===== src/axi_xbar_pkg.sv =====
// AXI crossbar package with bus widths, channel structs and the shared enums.
`default_nettype none

package axi_xbar_pkg;

   localparam int ADDR_W     = 16;
   localparam int ID_W       = 4;
   localparam int DATA_BYTES = 4;
   localparam int DATA_W     = DATA_BYTES * 8;
   localparam int ADDR_LSB   = $clog2(DATA_BYTES);   // Byte offset bits within a beat.

   typedef enum logic [1:0]
   {
      OKAY   = 2'b00,
      EXOKAY = 2'b01,
      SLVERR = 2'b10,
      DECERR = 2'b11
   } resp_e;

   typedef enum logic {IDLE, BUSY} arb_state_e;

   // One-hot grant with bit 0 selecting manager 0.
   typedef logic [1:0] grant_t;

   typedef struct packed
   {
      logic [ADDR_W-1:0] addr;
      logic [ID_W-1:0]   id;
      logic [7:0]        len;      // Beats minus one.
      logic [2:0]        size;
      logic [1:0]        burst;    // Always handled as INCR.
      logic              lock;
      logic [3:0]        cache;
      logic [2:0]        prot;
      logic [3:0]        qos;
      logic [3:0]        region;
   } aw_t;

   // Read address carries exactly the write address fields.
   typedef aw_t ar_t;

   typedef struct packed
   {
      logic [DATA_W-1:0]     data;
      logic [DATA_BYTES-1:0] strb;
      logic                  last;
   } w_t;

   typedef struct packed
   {
      logic [ID_W-1:0] id;
      resp_e           resp;
   } b_t;

   typedef struct packed
   {
      logic [DATA_W-1:0] data;
      logic [ID_W-1:0]   id;
      resp_e             resp;
      logic              last;
   } r_t;

endpackage

`default_nettype wire

===== src/axi4_mux_r.sv =====
// Read channel multiplexer steering AR and R by the read grant.
`timescale 1ns/10ps
`default_nettype none

module axi4_mux_r
   import axi_xbar_pkg::*;
(
   input  wire grant_t rgrant,
   input  wire         m0_ar_valid,
   output logic        m0_ar_ready,
   input  wire ar_t    m0_ar,
   output logic        m0_r_valid,
   input  wire         m0_r_ready,
   output r_t          m0_r,
   input  wire         m1_ar_valid,
   output logic        m1_ar_ready,
   input  wire ar_t    m1_ar,
   output logic        m1_r_valid,
   input  wire         m1_r_ready,
   output r_t          m1_r,
   output logic        s_ar_valid,
   input  wire         s_ar_ready,
   output ar_t         s_ar,
   input  wire         s_r_valid,
   output logic        s_r_ready,
   input  wire r_t     s_r
);

   assign s_ar_valid = (rgrant[0] & m0_ar_valid) | (rgrant[1] & m1_ar_valid);
   assign s_r_ready  = (rgrant[0] & m0_r_ready) | (rgrant[1] & m1_r_ready);
   assign s_ar       = rgrant[1] ? m1_ar : m0_ar;

   assign m0_ar_ready = rgrant[0] & s_ar_ready;
   assign m0_r_valid  = rgrant[0] & s_r_valid;
   assign m1_ar_ready = rgrant[1] & s_ar_ready;
   assign m1_r_valid  = rgrant[1] & s_r_valid;
   assign m0_r        = s_r;   // Shared read data.
   assign m1_r        = s_r;

endmodule

`default_nettype wire


===== config.mk =====
export PLATFORM = sky130hd
export DESIGN_NAME = axi4_mux_r
export DESIGN_NICKNAME = d
export VERILOG_FILES = /design/src/axi_xbar_pkg.sv /design/src/axi4_mux_r.sv
export SDC_FILE = /design/constraint.sdc
export NUM_CORES = 1
export LEC_CHECK = 0
export BUFFER_PORTS_ARGS = -buffer_cell sky130_fd_sc_hd__buf_2
export CORE_AREA = 4 4 106 108
export DETAILED_ROUTE_END_ITERATION = 16
export DIE_AREA = 0 0 110 112
export GPL_TIMING_DRIVEN = 0
export PLACE_DENSITY_LB_ADDON = 0.05
export SLEW_MARGIN = 20
export SYNTH_ARGS = -nofsm -noshare
export SYNTH_HDL_FRONTEND = slang
export SYNTH_SLANG_ARGS = --single-unit

===== constraint.sdc =====
create_clock -name vclk -period 1.5
set_input_delay 0.15 -clock vclk [all_inputs]
set_output_delay 0.15 -clock vclk [all_outputs]
set_load 0.05 [all_outputs]

# ---- Word-level counts from Yosys, hierarchy flattened
# Cells that the tools add are included.
# Widths: inputs -> output; s select.
dict set report classes {
  muxes 1
  bitwise_logic 10
}
# operator n
set ops {}
lappend ops {{$mux 49} 1}
lappend ops {{$and 1x1->1} 8}
lappend ops {{$or 1x1->1} 2}
dict set report word_totals {
  reg_bits 0
  word_cells 11
}

# ---- Longest topological paths before layout
dict set report logic_depth {
  ltp_word 2
  depth_mapped 3
}

# ---- Worst setup path before layout
# OpenSTA, ideal clock, no wires.
dict set report synth_path {
  kind {input-to-output}
  startpoint {in rgrant[1]}
  endpoint {out s_ar_valid}
  t_arrival_ns 0.884
  required_ns 1.350
  path_slack_ns 0.466
  cell_stages 3
  n_path_buf 2
  path_cell_list {buf_6 buf_6 a22o_1}
}
dict set report synth_via {
  elab_chain_len 2
}
# element line
set synth_lines {}
lappend synth_lines {{from (decl)} axi4_mux_r.sv:8} ;# input wire grant_t rgrant,
lappend synth_lines {{$and 1x1->1} axi4_mux_r.sv:29} ;# assign s_ar_valid = (rgrant[0] & m0_ar_valid) | (rgrant[1] & m1_ar_valid);
lappend synth_lines {{$or 1x1->1} axi4_mux_r.sv:29}
lappend synth_lines {{to (decl)} axi4_mux_r.sv:21} ;# output logic s_ar_valid,
# No other way between the ends.

==> parameters.txt <==
Parameter                              Value

Floorplan
  Core area ... 10200 sq um
  Number of rows created at floorplan ... 37
  Number of ports placed on the die boundary ... 278
  Initial standard-cell utilization of the core ... 0.142
  Die width ... 110 microns
  Total Die Area ... 12300 sq um
  Y dimension of the die ... 112 microns

Finish
  Final nets ... 524
  Total of fill cells in the finished design ... 1132
  Clock buffer count in the final layout ... 0
  Final antenna diode count ... 0
  Relative area change from synthesis to final layout ... 93.6%
  Count of sequential standard cells ... 0
  Fraction of final layout cells sized beyond drive strength 1 ... 0.984
  Sequential cell area ... 0 sq um
  Number of non-filler instances in the completed layout ... 513

Power and ir drop
  Leakage dissipation ... 1.77 nW
  Worst IR Drop VDD ... 0.173 mV
  P per Cell Area ... 556 nW/um^2
  Design Power ... 1.56 mW

Synthesis
  Area of the mapped netlist ... 1460 sq um
  Count of mapped cells out of synthesis ... 139
  Area fraction of the dominant cell type after synthesis ... 0.475
  Net count after synthesis ... 284
  Synth area leader ... mux2_4
  Distinct cell type count after synthesis ... 7
  Cell with the most instances after synthesis ... buf_4
  Mapped Avg Cell Area ... 10.5 sq um
  Proportion of synthesized chip area in sequential cells ... 0
  Leading post-synthesis cells by cell area ... mux2_4 47%, buf_4 40%, buf_12 5.5%
  Top cells by instance count after synthesis ... 78 x buf_4, 46 x mux2_4, 4 x and2_1, 4 x buf_12, 3 x mux2_2
  Yosys Warn Count ... 0

Setup path
  Most common cell type on the critical path ... buf_6
  Worst setup path endpoint ... s_ar[44]
  Crit. path cell count ... 4
  CP startpoint ... rgrant[1]
  Critical Path AT ... 1.00 ns
  Crit path buf inv count ... 3
  Startpoint type of the worst setup path ... primary input
  Kind of critical path ... in2out
  Critical Path Slowest Stage Cell ... mux2_4
  Required time at the endpoint of the critical path ... 1.35 ns
  Max FO, Critical Path ... 10
  Category of the worst setup path capture point ... primary output
  Cell-by-cell listing of the critical path ... buf_6 > buf_6 > mux2_4 > buf_2
  Cell family with the largest share of critical-path delay ... buffers and inverters
  Crit path largest cell delay ... 0.30 ns

STA
  Crit path time final ... 1.15 ns
  Worst slew slack as a fraction of its limit ... 0.819
  Actual slew at the worst max-slew pin ... 0.273 ns
  Highest attainable clock frequency ... 869 MHz
  RSZ-0062 raised after global routing ... no
  Final setup viols ... 0
  Final-report max-slew violation count ... 0
  Post-route fraction of the period consumed by the critical path ... 0.767
  Setup total negative slack ... 0 ns
  Smallest setup slack after layout ... 0.349 ns
  Number of hold violations in the final report ... 0

Clock tree
  Number of cells upsized or downsized after cts ... 0
  Hold-fix buffers, CTS ... 0
  Post-CTS Repair Setup Buffers ... 0

Drt
  Number of design-rule violations left by the first detailed-router iteration ... 24
  Final wirelength ... 6.66 mm
  Routed via count divided by cell count ... 3.42
  Detailed-routing iteration count for the pre-antenna-repair pass ... 2
  Avg WL per Cell ... 13.0 microns
  Via total after detailed routing ... 1754
  Number of nets with antenna violations after routing ... 0
  Number of DRC violations after detailed routing ... 0

Placement
  # placed instances ... 513
  Setup Slack @ Placement ... 0.337 ns
  Number of buffer cells added on primary ports ... 238
  HPWL after detailed placement ... 6.40 mm
  Global placer's final weighted congestion ... 0.731

Job
  Number of max-cap violations ... 0

Status
  Result of the run ... completed

Global route
  Pin count of the biggest net entering global routing ... 11
  Via count of the first global-routing pass ... 1822
  Initial antenna violation count ... 0
  Gr ovfl total ... 0
  Wire length of the first global-routing pass ... 9.05 mm
  Total global-route track usage ... 0.0906

Hold path
  Type of the most critical hold path ... in2out
-- kinds of logic (layout without fill, tap and decap cells) --
family | Yosys count | in the layout | synth area share
buffers and inverters | 84 | 322 | 0.473
AOI/OAI and AO/OA | 2 | 2 | 0.0120
muxes | 49 | 49 | 0.498
and+or+nand+nor | 4 | 4 | 0.0172
-- where the power goes --
part	switching (mW)	total (mW)	internal, mW	leakage (nW)
logic	1.02	1.56	0.549	1.77
clock network	0	0	0	0
registers	0	0	0	0
-- through the flow --
| step | util | instance area (sq um) | hold WS [ns] |
|---|---|---|---|
| 2_1_floorplan | - | 1460 | 0.467 |
| 3_3_place_gp | 0.275 | 2820 | 0.603 |
| 3_5_place_dp | 0.275 | 2820 | 0.603 |
| 4_1_cts | 0.275 | 2820 | 0.603 |
| 5_1_grt | 0.275 | 2820 | 0.605 |
| 6_report | 0.275 | 2820 | 0.602 |
-- final cells by class --
cell class | count | area [sq um] | share of cell area
repair buffers | 238 | 1190 | 0.423
plain buffers | 84 | 688 | 0.244
well taps | 136 | 170 | 0.0604
multi-input cells | 55 | 767 | 0.272
-- layer usage --
metal / vias up / track usage / part of all wire
met5: - / 0 / 0
met4: 0 / 0.00748 / 0.0092
met3: 4 / 0.0348 / 0.17
met2: 163 / 0.195 / 0.54
met1: 724 / 0.0770 / 0.28
li1: 863 / - / -
-- cell usage in the layout, fill, tap and decap left out --
| cell | count |
|---|---|
| and2_1 | 4 |
| buf_4 | 78 |
| mux2_2 | 3 |
| mux2_4 | 46 |
| buf_2 | 238 |
| a22o_1 | 2 |
| buf_12 | 4 |
| buf_6 | 2 |
-- worst min path at each step --
stage               slack, ns  startpoint       end  depth (start not counted)
floorplan                0.47      s_r[0]   m0_r[0]                          1
global route             0.61     s_r[12]  m0_r[12]                          2
CTS                      0.60      s_r[2]   m0_r[2]                          2
finish                   0.60      s_r[2]   m0_r[2]                          2
detailed placement       0.60      s_r[2]   m0_r[2]                          2
global placement         0.60     s_r[32]  m0_r[32]                          2
(Power assumes the default switching activity.)
