<file path="src/axi_xbar_pkg.sv">
// AXI crossbar package with bus widths, channel structs and the shared enums.
`default_nettype none

package axi_xbar_pkg;

   localparam int ADDR_W     = 16;
   localparam int ID_W       = 4;
   localparam int DATA_BYTES = 4;
   localparam int DATA_W     = DATA_BYTES * 8;
   localparam int ADDR_LSB   = $clog2(DATA_BYTES);   // Byte offset bits within a beat.

   typedef enum logic [1:0]
   {
      OKAY   = 2'b00,
      EXOKAY = 2'b01,
      SLVERR = 2'b10,
      DECERR = 2'b11
   } resp_e;

   typedef enum logic {IDLE, BUSY} arb_state_e;

   // One-hot grant with bit 0 selecting manager 0.
   typedef logic [1:0] grant_t;

   typedef struct packed
   {
      logic [ADDR_W-1:0] addr;
      logic [ID_W-1:0]   id;
      logic [7:0]        len;      // Beats minus one.
      logic [2:0]        size;
      logic [1:0]        burst;    // Always handled as INCR.
      logic              lock;
      logic [3:0]        cache;
      logic [2:0]        prot;
      logic [3:0]        qos;
      logic [3:0]        region;
   } aw_t;

   // Read address carries exactly the write address fields.
   typedef aw_t ar_t;

   typedef struct packed
   {
      logic [DATA_W-1:0]     data;
      logic [DATA_BYTES-1:0] strb;
      logic                  last;
   } w_t;

   typedef struct packed
   {
      logic [ID_W-1:0] id;
      resp_e           resp;
   } b_t;

   typedef struct packed
   {
      logic [DATA_W-1:0] data;
      logic [ID_W-1:0]   id;
      resp_e             resp;
      logic              last;
   } r_t;

endpackage

`default_nettype wire
</file>
<file path="src/axi4_mux_w.sv">
// Write channel multiplexer steering AW, W and B by the write grant.
`timescale 1ns/10ps
`default_nettype none

module axi4_mux_w
   import axi_xbar_pkg::*;
(
   input  wire grant_t wgrant,
   input  wire         m0_aw_valid,
   output logic        m0_aw_ready,
   input  wire aw_t    m0_aw,
   input  wire         m0_w_valid,
   output logic        m0_w_ready,
   input  wire w_t     m0_w,
   output logic        m0_b_valid,
   input  wire         m0_b_ready,
   output b_t          m0_b,
   input  wire         m1_aw_valid,
   output logic        m1_aw_ready,
   input  wire aw_t    m1_aw,
   input  wire         m1_w_valid,
   output logic        m1_w_ready,
   input  wire w_t     m1_w,
   output logic        m1_b_valid,
   input  wire         m1_b_ready,
   output b_t          m1_b,
   output logic        s_aw_valid,
   input  wire         s_aw_ready,
   output aw_t         s_aw,
   output logic        s_w_valid,
   input  wire         s_w_ready,
   output w_t          s_w,
   input  wire         s_b_valid,
   output logic        s_b_ready,
   input  wire b_t     s_b
);

   // Without a grant every valid toward the memory stays low.
   assign s_aw_valid = (wgrant[0] & m0_aw_valid) | (wgrant[1] & m1_aw_valid);
   assign s_w_valid  = (wgrant[0] & m0_w_valid) | (wgrant[1] & m1_w_valid);
   assign s_b_ready  = (wgrant[0] & m0_b_ready) | (wgrant[1] & m1_b_ready);
   assign s_aw       = wgrant[1] ? m1_aw : m0_aw;
   assign s_w        = wgrant[1] ? m1_w : m0_w;

   assign m0_aw_ready = wgrant[0] & s_aw_ready;
   assign m0_w_ready  = wgrant[0] & s_w_ready;
   assign m0_b_valid  = wgrant[0] & s_b_valid;
   assign m1_aw_ready = wgrant[1] & s_aw_ready;
   assign m1_w_ready  = wgrant[1] & s_w_ready;
   assign m1_b_valid  = wgrant[1] & s_b_valid;
   assign m0_b        = s_b;   // Payload goes to both, valid picks the owner.
   assign m1_b        = s_b;

endmodule

`default_nettype wire

</file>
<file path="config.mk">
export PLATFORM = sky130hd
export DESIGN_NAME = axi4_mux_w
export DESIGN_NICKNAME = d
export VERILOG_FILES = /design/src/axi_xbar_pkg.sv /design/src/axi4_mux_w.sv
export SDC_FILE = /design/constraint.sdc
export NUM_CORES = 1
export LEC_CHECK = 0
export BUFFER_PORTS_ARGS = -buffer_cell sky130_fd_sc_hd__buf_2
export CORE_AREA = 2 2 114 116
export DETAILED_ROUTE_END_ITERATION = 10
export DIE_AREA = 0 0 116 118
export PLACE_DENSITY_LB_ADDON = 0.25
export SYNTH_ARGS = -nofsm -noshare
export SYNTH_HDL_FRONTEND = slang
export SYNTH_SLANG_ARGS = --single-unit
</file>
<file path="constraint.sdc">
create_clock -name vclk -period 3.11
set_clock_uncertainty 0.15 [all_clocks]
set_input_delay 0.622 -clock vclk [all_inputs]
set_output_delay 0.622 -clock vclk [all_outputs]
set_load 0.01 [all_outputs]
</file>
* After elaboration in Yosys (flattened, before gate mapping)
Index checks and enable logic that the tools add are counted.
** Word-level totals
- Word-level logic and storage cells :: 17
- Output and inout bits :: 107
- Bits of input ports :: 189
- Flip-flop bits (word level) :: 0
** Cells by class
- Muxes and demuxes :: 2
- Bitwise gates (word level) :: 15
** Operator list (count)
- 49-bit 2-to-1 mux :: 1
- 37-bit 2-to-1 mux :: 1
- 1-bit AND :: 12
- 1-bit OR :: 3

* Logic depth before layout (Yosys ltp)
Gate-level depths: netlist of the first run.
- Depth after elaboration :: 2
- Gate-level depth with buffers :: 3
- Mapped depth without buffers :: 1

* Worst setup path before layout of the first run
No wires, ideal clock.
- Path type :: in2out
- From :: input wgrant[1]
- To :: output s_w[31] (netlist bit)
- Path slack :: 1.095 ns
- Required time :: 2.338 ns
- Path buffers :: 2
- Data arrival time :: 1.243 ns
- Stages :: 3
- Cell sequence :: buf_6 -> buf_6 -> mux2_1
** RTL lines
- start: declaration :: line axi4_mux_w.sv:8 : input wire grant_t wgrant,
- end: declaration :: line axi4_mux_w.sv:32 : output w_t s_w,

==> run summary, run 1 <==
hpwl dp = 5.322 mm
Clock Buffer Count = 0
Fin. Hold Viols = 0
Via density = 3.501
Seq cells = 0
post-synthesis xor/xnor area fraction = 0
Slew HR = 0.7743
Die H = 118 um
grt ovf = 0
diode count = 0
Int Pwr = 270.2 uW
unrepaired setup endpoints after global routing = no
Clock Power Share = 0
worst hold path type = in2out
Die X = 116 um
Core Area = 0.01241 mm^2
Net Sw Power = 166.2 uW
area grow syn2layout = 97.40%
cell count after synthesis = 117
Seq pwr share = 0
CP startpoint kind = primary input
combinational power share = 1.000
Routability Congestion = 0.7061
Final min period = 2.311 ns
VDD IR-drop max = 0.07217 mV
first-pass GRT wire length = 7.624 mm
DRT Pass-1 Iters = 4
CP max stage cell = mux2_2
PostCTS Resize Cnt = 0
setup TNS = 0 ns
Critical Path Sink Type = output pin
max-cap violation count = 0
Compound-Gate Fraction of Synth Area = 0.01762
Least-Margin Pin Slew = 0.3386 ns
# Post-CTS Setup Buffers = 0
die area = 0.01369 mm^2
crit path cell chain = buf_4, buf_12, mux2_2, buf_2
setup violators final = 0
Cell Area, Placed = 0.002944 mm^2
post-route ant nets = 0
floorplan row count = 41
max-slew violations = 0
critical path's largest stage delay = 0.38 ns
DRC = 0
layout cell share with drive strength beyond 1 = 0.9653
average size of a mapped cell = 12.75 um^2
final net count = 566
port buffer count = 278
synthesis warning total = 0
initial antenna violation count = 0
Total GRT Usage = 0.06641
Max Fclk = 432.7 MHz
initial core utilization = 0.1201
mux cell area share after synthesis = 0.8255
status = completed
Layout fillers = 1383
Worst Path Required = 2.34 ns
vias in the first global route = 1699
worst-path fanout max = 45
syn nets = 306
Total Wirelength = 5.846 mm
post-synthesis cell type count = 8
Pleak = 0.001785 uW
adder-cell share of the synthesized area = 0
# IOs = 296
Setup Crit Path Kind = in2out
Simple-Gate Fraction of Synth Area = 0.02517
WL/cell = 10.69 um
Vias = 1915
pwr dens = 148.2 mW/mm^2
Seq/Total Area, Yosys = 0
fin crit share = 0.7432
Sw Share = 0.3808
pin count of the biggest net entering global routing = 48
Crit path arrival time = 1.54 ns
DRT iter0 DRCs = 22
# hold bufs at CTS = 0
Post-Syn Area = 0.001491 mm^2
FF+latch area = 0 um^2
Final Instance Area = 0.002944 mm^2
largest family of logic cells by synthesized area = multiplexers
==> power groups by stage <==
stage                     Combinational, uW  Clock (uW)  Sequential [uW]
after floorplan                         253           0                0
after global placement                  438           0                0
after detailed placement                442           0                0
after CTS                               443           0                0
after global routing                    470           0                0
final                                   436           0                0
==> per-stage QoR <==
step | total power, uW | instances | hold slack, ns | setup WS, ns | utilization
2_1_floorplan | 252.8 | 117 | 1.186 | 1.095 | -
3_3_place_gp | 437.9 | 547 | 1.094 | 0.7902 | 0.2372
3_5_place_dp | 441.6 | 547 | 1.094 | 0.7755 | 0.2372
4_1_cts | 443.0 | 547 | 1.094 | 0.7739 | 0.2372
5_1_grt | 469.6 | 547 | 1.094 | 0.7463 | 0.2372
6_report | 436.4 | 547 | 1.094 | 0.7988 | 0.2372
==> layout by cell type (no fill, tap or decap), drive strengths merged <==
cell type	instances
mux2	86
and2	6
buf	280
a22o	3
==> layer usage <==
layer | global-route usage | vias up | wire length [um]
li1 | - | 937 | -
met1 | 0.06109 | 823 | 1853
met2 | 0.1480 | 151 | 3203
met3 | 0.01030 | 4 | 753
met4 | 0.006696 | 0 | 35
met5 | 0 | - | 0
==> path summary, 6_finish.rpt <==
check	start	end	slack [ns]	cells after the start
max	wgrant[1]	s_aw[48]	0.80	4
min	s_b[3]	m0_b[3]	1.09	0
==> critical path, delay by kind of cell <==
| family | cells | cell delay [ns] |
|---|---|---|
| buffers and inverters | 3 | 0.51 |
| muxes | 1 | 0.38 |
==> synthesized netlist by cell type <==
library cell	n	share of area
mux2_4	70	0.70
and2_1	6	0.025
mux2_2	12	0.091
buf_2	1	0.0034
mux2_1	4	0.030
buf_6	9	0.068
buf_4	12	0.060
a22o_1	3	0.018
==> kinds of logic after synthesis <==
family	after synthesis
buf+inv	22
mux	86
simple gates	6
compound gates	3
==> layout make-up <==
cell class,instances,area [um^2],share of cell area
repair buffers,280,1434,0.4870
multi-input cells,95,1295,0.4399
well taps,172,215.2,0.07310
Power figures use the tool's default switching activity.
==> inputs of run 2 (changes only) <==
CORE_AREA = 2 2 116 118   (was 2 2 114 116)
DIE_AREA = 0 0 118 120   (was 0 0 116 118)
clock period = 1.86 ns   (was 3.11 ns; I/O delays follow)
==> run 2 against run 1 <==
  * Die area up 3.4%
  * Power grew 69%
  * Sequential share of layout area is the same
  * Combinational power increased by 69%
  * Setup slack got worse by 0.77 ns
  * Count of clock-buffer cells in the layout unchanged
  * Critical path depth did not move
  * First-iteration DRC count increased by 14%
  * Non-clock buffer count is the same
  * Critical path type unchanged
  * Highest routed layer is now met3
==> run summary, run 2 (same netlist as run 1, synthesis figures left out) <==
# IOs = 296 (unchanged)
post-route ant nets = 0 (unchanged)
hpwl dp = 5.873 mm (+10%)
worst hold path type = in2out
pwr dens = 249.8 mW/mm^2 (+69%)
Util after Layout = 0.2272 (-0.009947)
vias in the first global route = 1918 (+13%)
Routability Congestion = 0.7140 (+1.1%)
Setup Crit Path Kind = in2out
final net count = 566 (unchanged)
CP max stage cell = mux2_4
Core Area = 0.01298 mm^2 (+4.6%)
initial antenna violation count = 0 (unchanged)
Total GRT Usage = 0.07794 (+0.01153)
hold path start = s_b[5]
Non-Filler Instances = 551 (+0.73%)
Buf/Inv on CP = 3 (unchanged)
Least-Margin Pin Slew = 0.3556 ns (+0.01701 ns)
die area = 0.01416 mm^2 (+3.4%)
# hold bufs at CTS = 0 (unchanged)
Crit path arrival time = 1.31 ns (-0.23 ns)
Critical Path Sink Type = output pin
Worst Path Required = 1.34 ns (-1.00 ns)
setup TNS = 0 ns (unchanged)
status = completed
CP startpoint kind = primary input
VDD IR-drop max = 0.1251 mV (+73%)
floorplan row count = 42 (+2.4%)
critical path's largest stage delay = 0.34 ns (-0.04 ns)
family with the most delay on the worst path = buffers and inverters
diode count = 0 (unchanged)
Pleak = 0.001785 uW (unchanged)
pin count of the biggest net entering global routing = 48 (unchanged)
Die X = 118 um (+1.7%)
initial core utilization = 0.1149 (-0.005234)
unrepaired setup endpoints after global routing = no
DRT Pass-1 Iters = 3 (-1)
Total Wirelength = 6.372 mm (+9.0%)
worst-path fanout max = 47 (+4.4%)
Die H = 120 um (+1.7%)
commonest non-fill, non-tap cell in the layout = buf_2
Via density = 3.555 (+1.6%)
Hold EP = m0_b[5]
max-cap violation count = 0 (unchanged)
DRT iter0 DRCs = 25 (+14%)
Vias = 1959 (+2.3%)
commonest cells after routing, fill and taps aside = buf_2 (277), mux2_4 (70), mux2_2 (12)
setup violators final = 0 (unchanged)
grt ovf = 0 (unchanged)
layout cell share with drive strength beyond 1 = 0.9653 (unchanged)
Seq cells = 0 (unchanged)
placed cells = 551 (+0.73%)
Clock Buffer Count = 0 (unchanged)
fin crit share = 0.9839
Slew HR = 0.7629 (-0.01134)
# Post-CTS Setup Buffers = 0 (unchanged)
WL/cell = 11.56 um (+8.2%)
area grow syn2layout = 97.74%
max-slew violations = 0 (unchanged)
crit path cell chain = buf_4, buf_12, mux2_4, buf_2
Hold Crit Depth = 0 (unchanged)
port buffer count = 278 (unchanged)
first-pass GRT wire length = 9.190 mm (+21%)
PostCTS Resize Cnt = 0 (unchanged)
Final min period = 1.830 ns
FF+latch area = 0 um^2 (unchanged)
Max Fclk = 546.5 MHz
Fin. Hold Viols = 0 (unchanged)
DRC = 0 (unchanged)
run 2: per-stage QoR:
step	instance area (um^2)	total power (uW)	hold WS, ns	worst slack (ns)
floorplan	1491	422.6	0.6858	0.3453
global placement	2949	738.5	0.5941	0.04245
detailed placement	2949	747.0	0.5941	0.02624
CTS	2949	748.7	0.5941	0.02634
global route	2949	794.0	0.5940	0.003929
finish	2949	736.8	0.5940	0.03003
run 2: power breakdown:
part | internal [uW] | switching (uW)
clock | 0 | 0
sequential | 0 | 0
combinational | 452 | 285
run 2: cell type report:
| class | count | area (um^2) |
|---|---|---|
| fillers | 1425 | 10030 |
| repair buffers | 280 | 1434 |
| multi-input cells | 95 | 1295 |
| well taps | 176 | 220.2 |
run 2: worst max-delay path by stage:
stage	start	cells after the start	to
global route	wgrant[1]	4	s_aw[26]
CTS	wgrant[1]	4	s_w[18]
finish	wgrant[1]	4	s_w[18]
floorplan	wgrant[1]	3	s_w[31]
global placement	wgrant[1]	4	s_w[18]
detailed placement	wgrant[1]	4	s_w[18]
run 2: per-layer routing:
| layer | up-vias | GRT usage | share of wire |
|---|---|---|---|
| met3 | 0 | 0.01236 | 0.092 |
| met2 | 139 | 0.1621 | 0.55 |
| met5 | - | 0 | 0 |
| li1 | 937 | - | - |
| met4 | 0 | 0.001506 | 0 |
| met1 | 883 | 0.08630 | 0.36 |
