===== src/axi_xbar_pkg.sv =====
// AXI crossbar package with bus widths, channel structs and the shared enums.
`default_nettype none

package axi_xbar_pkg;

   localparam int ADDR_W     = 16;
   localparam int ID_W       = 4;
   localparam int DATA_BYTES = 4;
   localparam int DATA_W     = DATA_BYTES * 8;
   localparam int ADDR_LSB   = $clog2(DATA_BYTES);   // Byte offset bits within a beat.

   typedef enum logic [1:0]
   {
      OKAY   = 2'b00,
      EXOKAY = 2'b01,
      SLVERR = 2'b10,
      DECERR = 2'b11
   } resp_e;

   typedef enum logic {IDLE, BUSY} arb_state_e;

   // One-hot grant with bit 0 selecting manager 0.
   typedef logic [1:0] grant_t;

   typedef struct packed
   {
      logic [ADDR_W-1:0] addr;
      logic [ID_W-1:0]   id;
      logic [7:0]        len;      // Beats minus one.
      logic [2:0]        size;
      logic [1:0]        burst;    // Always handled as INCR.
      logic              lock;
      logic [3:0]        cache;
      logic [2:0]        prot;
      logic [3:0]        qos;
      logic [3:0]        region;
   } aw_t;

   // Read address carries exactly the write address fields.
   typedef aw_t ar_t;

   typedef struct packed
   {
      logic [DATA_W-1:0]     data;
      logic [DATA_BYTES-1:0] strb;
      logic                  last;
   } w_t;

   typedef struct packed
   {
      logic [ID_W-1:0] id;
      resp_e           resp;
   } b_t;

   typedef struct packed
   {
      logic [DATA_W-1:0] data;
      logic [ID_W-1:0]   id;
      resp_e             resp;
      logic              last;
   } r_t;

endpackage

`default_nettype wire

===== src/axi4_arbiter.sv =====
// Round-robin arbiter that grants the write and the read path independently.
`timescale 1ns/10ps
`default_nettype none

module axi4_arbiter
   import axi_xbar_pkg::*;
(
   input  wire    aclk,
   input  wire    reset,
   input  wire    m0_aw_valid,
   input  wire    m1_aw_valid,
   input  wire    m0_ar_valid,
   input  wire    m1_ar_valid,
   input  wire    s_b_valid,
   input  wire    s_b_ready,
   input  wire    s_r_valid,
   input  wire    s_r_ready,
   input  wire    s_r_last,
   output grant_t wgrant,
   output grant_t rgrant
);

   logic [1:0] req  [2];   // Index 0 is the write path, 1 the read path.
   logic       done [2];

   assign req[0]  = {m1_aw_valid, m0_aw_valid};
   assign req[1]  = {m1_ar_valid, m0_ar_valid};
   assign done[0] = s_b_valid & s_b_ready;               // Write ends on B.
   assign done[1] = s_r_valid & s_r_ready & s_r_last;    // Read ends on last R beat.

   genvar p;
   generate
      for (p = 0; p < 2; p++)
      begin : path
         arb_state_e state;
         grant_t     grant;
         grant_t     pick;
         logic       last_m1;   // Manager 1 was served last.

         // On contention the manager not served last wins.
         always_comb
         begin
            if (req[p] == 2'b11)
               pick = last_m1 ? 2'b01 : 2'b10;
            else
               pick = req[p];
         end

         always_ff @(posedge aclk)
         begin
            if (reset)
            begin
               state   <= IDLE;
               grant   <= '0;
               last_m1 <= 1'b1;   // Manager 0 goes first.
            end
            else
            begin
               case (state)
                  IDLE:
                     if (pick != '0)
                     begin
                        state   <= BUSY;
                        grant   <= pick;
                        last_m1 <= pick[1];
                     end
                  BUSY:
                     if (done[p])
                     begin
                        state <= IDLE;
                        grant <= '0;
                     end
                  default:
                     state <= IDLE;
               endcase
            end
         end
      end
   endgenerate

   assign wgrant = path[0].grant;
   assign rgrant = path[1].grant;

endmodule

`default_nettype wire


===== config.mk =====
export PLATFORM = sky130hd
export DESIGN_NAME = axi4_arbiter
export DESIGN_NICKNAME = d
export VERILOG_FILES = /design/src/axi_xbar_pkg.sv /design/src/axi4_arbiter.sv
export SDC_FILE = /design/constraint.sdc
export NUM_CORES = 1
export LEC_CHECK = 0
export BUFFER_PORTS_ARGS = -buffer_cell sky130_fd_sc_hd__buf_2
export CORE_AREA = 2 2 39 41
export CTS_BUF_LIST = sky130_fd_sc_hd__clkbuf_16
export CTS_CLUSTER_DIAMETER = 60
export DETAILED_ROUTE_END_ITERATION = 6
export DIE_AREA = 0 0 41 43
export SLEW_MARGIN = 20
export SYNTH_ARGS = -nofsm -noshare
export SYNTH_HDL_FRONTEND = slang
export SYNTH_SLANG_ARGS = --single-unit
export TNS_END_PERCENT = 50

===== constraint.sdc =====
create_clock -name aclk -period 1 [get_ports aclk]
set_clock_uncertainty 0.15 [all_clocks]
set_input_delay 0.05 -clock aclk [delete_from_list [all_inputs] [get_ports aclk]]
set_output_delay 0.05 -clock aclk [all_outputs]
set_load 0.1 [all_outputs]

Word level (Yosys, flattened, before mapping)
Cells that the tools add are included.
{"block": "totals", "register_bits": 8, "out_inout_bits": 4, "wordCells": 39}
{"block": "op_classes", "eq_ne": 6, "n_mux": 16, "bitwise_logic": 5, "reduce_logical": 6}
{"cell": "2-bit two-way mux", "count": 8}
{"cell": "2-bit != test (second input constant)", "count": 4}
{"cell": "2-bit one-hot mux with 2 select lines", "count": 2}
{"cell": "2-bit AND reduction", "count": 4}
{"cell": "2-bit equality test (second input constant)", "count": 2}
{"cell": "1-bit two-way mux", "count": 4}
{"cell": "1-bit one-hot mux with 2 select lines", "count": 2}
{"cell": "2-bit nonzero test", "count": 2}
{"cell": "1-bit AND", "count": 3}
{"cell": "1-bit NOT", "count": 2}

Depth between registers and ports, before layout
Gate-level depths: netlist of the first run.
{"block": "depth", "depth_word": 5, "depth_mapped": 3, "depth_no_buf": 3}

Worst setup path after synthesis of the first run
No wires, ideal clock.
{"block": "synth_path", "path_kind": "reg2reg", "startpoint": "register wgrant[1] (netlist name)", "endpoint": "register path[0].grant[1], in the netlist wgrant[1]", "arrival_time_ns": 1.276, "slack_ns": -0.497, "stages_incl_launch_ff": 3, "n_path_buf": 0, "period_less_slack_ns": 1.497, "cell_sequence": "dfxtp_1 o21ai_0 a21oi_1"}
{"item": "end signal: assignment", "line_no": "axi4_arbiter.sv:64", "rtl": "grant <= pick;"}
{"item": "end: declaration", "line_no": "axi4_arbiter.sv:36", "rtl": "grant_t grant;"}

Worst setup path after layout of the first run
{"block": "layout_path", "startpoint": "register path[0].state", "endpoint": "register path[0].grant[0], in the netlist wgrant[0]"}
{"block": "layout_between", "elab_chain_len": 3, "elab_cells_between_ends": 5, "classes_between": "eq/ne (2); mux (1); bitwise (1); reduce/logical (1)"}
{"item": "start: declaration", "line_no": "axi4_arbiter.sv:35", "rtl": "arb_state_e state;"}
{"item": "start signal: assignment", "line_no": "axi4_arbiter.sv:53", "rtl": "state <= IDLE;"}
{"item": "start signal: assignment", "line_no": "axi4_arbiter.sv:63", "rtl": "state <= BUSY;"}
{"item": "start signal: assignment", "line_no": "axi4_arbiter.sv:70", "rtl": "state <= IDLE;"}
{"item": "1-bit NOT (no source line)"}
{"item": "2-bit != test (no source line)"}
{"item": "2-bit AND reduction (no source line)"}
Several ways; a longest one is shown, not always the timed one.
A chain may end at the register's enable or synchronous reset.

==> qor.txt, run 1 <==
status = complete, but fails checks
failing checks = negative hold slack, negative setup slack
# rows = 14
max cap viols = 0
WHS = -111.1 ps
GRT Resource Usage Total = 0.1126
setup TNS = -28.69 ps
actual slew at the worst max-slew pin = 147.9 ps
Final HPWL DP = 591.2 um
crit-path max cell delay = 370 ps
core box area = 1384 sq um
Overflow after GRT = 0
Final Cycle Share = 1.029
Ports = 15
synth cell count leaders = dfxtp_1 (8), nand2_1 (6), a21oi_1 (4)
R2R setup slack = -30 ps
Cell Pwr Density = 2008 nW/um^2
area grow syn2layout = 94.66%
hold path depth = 2
worst-path fanout max = 6
Reg2Reg Depth = 2
top post-synthesis cells by area = dfxtp_1 (49%), nand2_1 (6.9%), a21oi_1 (6.1%)
latest clock arrival within the worst-skew pair = 230 ps
CP Data Required Time = 970 ps
DRT iter0 DRCs = 4
global-route wire length before repair = 1331 um
Max Slew Vio Count = 0
Peak VDD IR = 1.093 mV
reg2reg start = path[0].state
Seq pwr share = 0.291
HP Start = reset
final wirelength = 813 um
Final Cell Area = 638.1 sq um
# port buffers = 14
worst path bufs/invs = 0
most common cell in the netlist = dfxtp_1
DRT Pass-1 Iters = 4
CTS Buf Count = 3
worst path cell trace = and3_4, and4bb_2
Comb power frac = 0.197
critical path capture point type = flop
FMAX = 0.9721 GHz
Avg Inst Size Synth = 8.405 sq um
Seq/Total Area, Yosys = 0.4885
Main synth FF type = dfxtp_1
vias in the first global route = 358
n_diodes = 0
die width = 41 um
routability cong. = 0.7034
asr flop ratio synth = 0
initial core utilization = 0.2369
layout cells sized above 1 = 0.6379
hold path endpoint = wgrant[1]
synthesized area = 327.8 sq um
Critical Path Source Type = flop
Clock Power Share = 0.512
H-tree lvl count = 1
Yosys top cell area share = 0.4885
NetSw = 0.3122 mW
via count = 359
min-delay worst type = primary input to flop
FF+latch count, synth = 8
nets = 71
total power = 1.281 mW
initial antenna violation count = 0
final hold violations = 4
CTS tree = yes
Post-Synthesis Cells = 39
die area = 1763 sq um
signal arrival time at the worst endpoint = 990 ps
Slew HR = 0.9006
final setup fails = 1
clk buf depth = 2
remaining antenna violation count = 0
Area after DPL = 501.7 sq um
largest net degree at the start of global routing = 7
R2R Path End = wgrant[0]
Setup WS post-layout = -28.69 ps
Clk pin slew, worst setup/hold paths = 40 ps
Unique masters post-synth = 17
P_int = 0.9691 mW
drc violations = 0
Crit path max-delay family = simple AND/OR/NAND/NOR gates
Post-synth EDFFs = 0
slowest CP cell = dfxtp_4
Routed WL per cell = 10.99 um
Syn Nets = 50
unrepaired setup endpoints after global routing = yes
Num Clock Sinks = 8
min Tclk post-route = 1029 ps
root buf cell = clkbuf_16
Leakage Power = 0.2838 nW
Yosys warning total = 0
post-synth top area cell = dfxtp_1
critical path class = flop to flop
die height = 43 um
Switching Share = 0.2437
vias per inst = 4.851
-- worst max path at each step --
stage	start	to	cells after the start
after floorplan	wgrant[0]	wgrant[0]	2
after CTS	path[0].state	wgrant[0]	3
final	path[0].state	wgrant[0]	2
after global routing	path[0].state	wgrant[0]	3
after detailed placement	path[0].state	wgrant[0]	3
after global placement	path[0].state	wgrant[0]	3
-- cell usage in the layout, fill, tap and decap left out --
master and instances:
and3_4 1, nor2_1 1, nand2b_4 2, nand2_1 5, nand2_2 1, clkbuf_16 3, buf_4 2, buf_2 10
dfxtp_1 2, o21ai_2 1, dfxtp_2 1, a21oi_2 3, nor2_2 1, nor3_1 3, a21o_1 2, a21oi_1 1
nor2b_4 1, a21boi_2 1, o211ai_1 1, nand4_1 1, and4bb_2 1, dfxtp_4 5, o22ai_1 1, inv_1 3
nand3_1 1, buf_12 4
-- routing by layer --
metal,GRT usage,wire [um],vias up
met1,0.1194,311,159
met5,0,0,-
met3,0.03141,86,4
met2,0.1688,389,21
met4,0.1000,26,0
li1,-,-,175
-- per-stage QoR --
step	utilization	cells	setup WS, ps	hold WS, ps
floorplan	-	39	-53.19	-40.64
global placement	0.3626	70	-18.61	112.7
detailed placement	0.3626	70	-59.34	120.8
CTS	0.4394	74	-31.35	-121.6
global route	0.4611	74	-74.39	-103.9
finish	0.4611	74	-28.69	-111.1
-- flip-flops by register name, indices dropped and copies added, names as in the netlist --
register	count
path.state	2
rgrant	2
wgrant	2
path.last_m1	2
-- final cells by class --
| type | count | area [sq um] |
|---|---|---|
| Clock buffer | 3 | 75.07 |
| Timing Repair Buffer | 16 | 145.1 |
| Multi-Input combinational cell | 28 | 206.4 |
| Tap cell | 16 | 20.02 |
| Fill cell | 136 | 745.7 |
| Sequential cell | 8 | 180.2 |
| Inverter | 3 | 11.26 |
-- power by group through the flow --
stage	clock network (mW)	registers, mW	logic, mW
2_1_floorplan	0	0.449	0.0514
3_3_place_gp	0	0.373	0.220
3_5_place_dp	0	0.373	0.223
4_1_cts	0.672	0.369	0.238
5_1_grt	0.682	0.377	0.271
6_report	0.656	0.372	0.253
-- worst reg2reg max path: cells and delay by family (launching register included) --
family	cells	cell delay, ps
flops	1	370
simple gates	2	390
-- logic make-up after synthesis --
family	synth area share
AO/OA/AOI/OAI	0.1870
buffers and inverters	0.03435
flip-flops	0.4885
AND/OR/NAND/NOR	0.2901
-- what timing repair did --
action	in CTS	in global routing
pin swaps	2	4
hold endpoints to repair	5	4
gates resized for setup	5	11
endpoints found under the setup margin	3	6
setup buffers	1	0
Note: power is estimated with default switching activity, not from simulation.
==> run 2: changes to the inputs <==
- ABC_AREA: unset -> 1
- SETUP_SLACK_MARGIN: unset -> 0.5
==> run 2 against run 1 <==
Compared with the run above: the run ends with negative hold slack left; clock-buffer cell count is the same; hold slack gained 32 ps; flip-flop and latch count is the same; highest routed layer is now met3; via count shrank 1.7%; core utilization grew 1.5 points; sequential power grew 1%; die area is the same; maximum frequency grew 7.0%; sequential share of layout area shrank 0.91 points; global-route usage shrank 0.51 points; final area grew 3.3%; synthesized cell count grew 10%.
==> qor.txt, run 2 <==
actual slew at the worst max-slew pin = 163.5 ps
final cell count without fillers = 80
Post-synth EDFFs = 0
initial core utilization = 0.2432
vias per inst = 4.413
asr flop ratio synth = 0
global-route wire length before repair = 1297 um
DRT iter0 DRCs = 1
min-delay worst type = primary input to flop
H-tree lvl count = 1
GRT Resource Usage Total = 0.1074
Leakage Power = 0.2869 nW
slowest CP cell = dfxtp_4
latest clock arrival within the worst-skew pair = 230 ps
unrepaired setup endpoints after global routing = yes
Switching Share = 0.2517
Max Slew Vio Count = 0
Avg Inst Size Synth = 7.827 sq um
most common cell in the netlist = nand3_1
layout cells sized above 1 = 0.6094
Clock Power Share = 0.496
FF+latch count, synth = 8
final hold violations = 6
worst-path fanout max = 3
CTS tree = yes
Main synth FF type = dfxtp_1
Clk pin slew, worst setup/hold paths = 30 ps
Routed WL per cell = 9.138 um
CP Data Required Time = 1000 ps
die height = 43 um
NetSw = 0.3290 mW
most frequent cells in the layout = buf_2 (10), nand2_1 (7), nand3_1 (6), dfxtp_4 (5)
initial antenna violation count = 0
FMAX = 1.041 GHz
Peak VDD IR = 0.9460 mV
nets = 77
final setup fails = 0
Slew HR = 0.8907
# port buffers = 14
WHS = -79.46 ps
signal arrival time at the worst endpoint = 960 ps
Final HPWL DP = 568.5 um
status = complete, but fails checks
core box area = 1384 sq um
Layout fillers = 129
dpl cells = 73
top post-synthesis cells by area = dfxtp_1 (48%), nand3_1 (15%), a21oi_1 (8.9%)
synthesized area = 336.6 sq um
die width = 41 um
# rows = 14
Yosys warning total = 0
via count = 353
root buf cell = clkbuf_16
n_diodes = 0
clk buf depth = 2
critical path capture point type = flop
Final Cycle Share = 0.9609
worst path cell trace = inv_4, nand2_2, o21bai_1, a21oi_1
commonest non-fill, non-tap cell in the layout = buf_2
drc violations = 0
synth cell count leaders = nand3_1 (10), dfxtp_1 (8), nand2_1 (7)
area grow syn2layout = 95.91%
Comb power frac = 0.217
max cap viols = 0
routability cong. = 0.7302
die area = 1763 sq um
min Tclk post-route = 960.9 ps
P_int = 0.9782 mW
remaining antenna violation count = 0
Syn Nets = 54
final wirelength = 731 um
largest net degree at the start of global routing = 8
Ports = 15
Post-Synthesis Cells = 43
failing checks = negative hold slack
Seq/Total Area, Yosys = 0.4758
Num Clock Sinks = 8
CTS Buf Count = 3
crit-path max cell delay = 350 ps
Critical Path Source Type = flop
DRT Pass-1 Iters = 4
post-synth top area cell = dfxtp_1
Cell Pwr Density = 1982 nW/um^2
setup TNS = 0 ps
Seq pwr share = 0.287
critical path class = flop to flop
Overflow after GRT = 0
Yosys top cell area share = 0.4758
vias in the first global route = 372
Unique masters post-synth = 10
R2R setup slack = 40 ps
run 2: critical path: cells and delay by family (launching register included):
family	cells	cell delay [ps]
buffers and inverters	1	70
DFF	1	350
AOI/OAI and AO/OA	2	260
and+or+nand+nor	1	50
run 2: power by group through the flow:
stage          registers (mW)  logic, mW  clock network, mW
6_report                0.376      0.283              0.648
5_1_grt                 0.379      0.306              0.682
4_1_cts                 0.374      0.268              0.669
3_5_place_dp            0.378      0.250                  0
3_3_place_gp            0.379      0.249                  0
2_1_floorplan           0.459     0.0689                  0
run 2: through the flow:
step | hold slack [ps] | util | cell area, sq um | setup slack [ps] | power (mW)
final | -79.46 | 0.4765 | 659.4 | 39.05 | 1.307
after CTS | -84.11 | 0.4521 | 625.6 | 45.20 | 1.312
after detailed placement | 160.3 | 0.3770 | 521.8 | 39.08 | 0.6278
after floorplan | -40.64 | - | 371.6 | 66.18 | 0.5281
after global routing | -71.52 | 0.4765 | 659.4 | 6.387 | 1.367
after global placement | 157.1 | 0.3770 | 521.8 | 46.16 | 0.6274
run 2: what timing repair did:
action / 4_1_cts / 5_1_grt
hold endpoints to repair: 7 / 6
pin swaps: 2 / 4
gates resized for setup: 4 / 5
setup buffers: 2 / 2
setup endpoints to repair: 12 / 12
run 2: cells by family after synthesis:
family,share of synthesized area
AOI/OAI and AO/OA,0.1859
and+or+nand+nor,0.2826
buffers and inverters,0.05577
DFF,0.4758
run 2: cell type report:
type	instances	area [sq um]	area share
Inverter	5	23.77	0.03605
Timing Repair Buffer	18	160.2	0.2429
Clock buffer	3	75.07	0.1139
Multi-Input combinational cell	30	200.2	0.3036
Tap cell	16	20.02	0.03036
Sequential cell	8	180.2	0.2732
run 2: worst paths after layout:
path | start | cells past startpoint | endpoint
worst min register to register | path[0].state | 2 | path[0].state
worst min-delay path | reset | 2 | rgrant[1]
worst max-delay path | path[1].state | 4 | rgrant[0]
worst max register to register | path[1].state | 4 | rgrant[0]
run 2: per-layer routing:
layer | part of all wire | track usage
met4 | 0 | 0.08000
met5 | 0 | 0
met3 | 0.098 | 0.02094
met2 | 0.48 | 0.1688
met1 | 0.42 | 0.1190
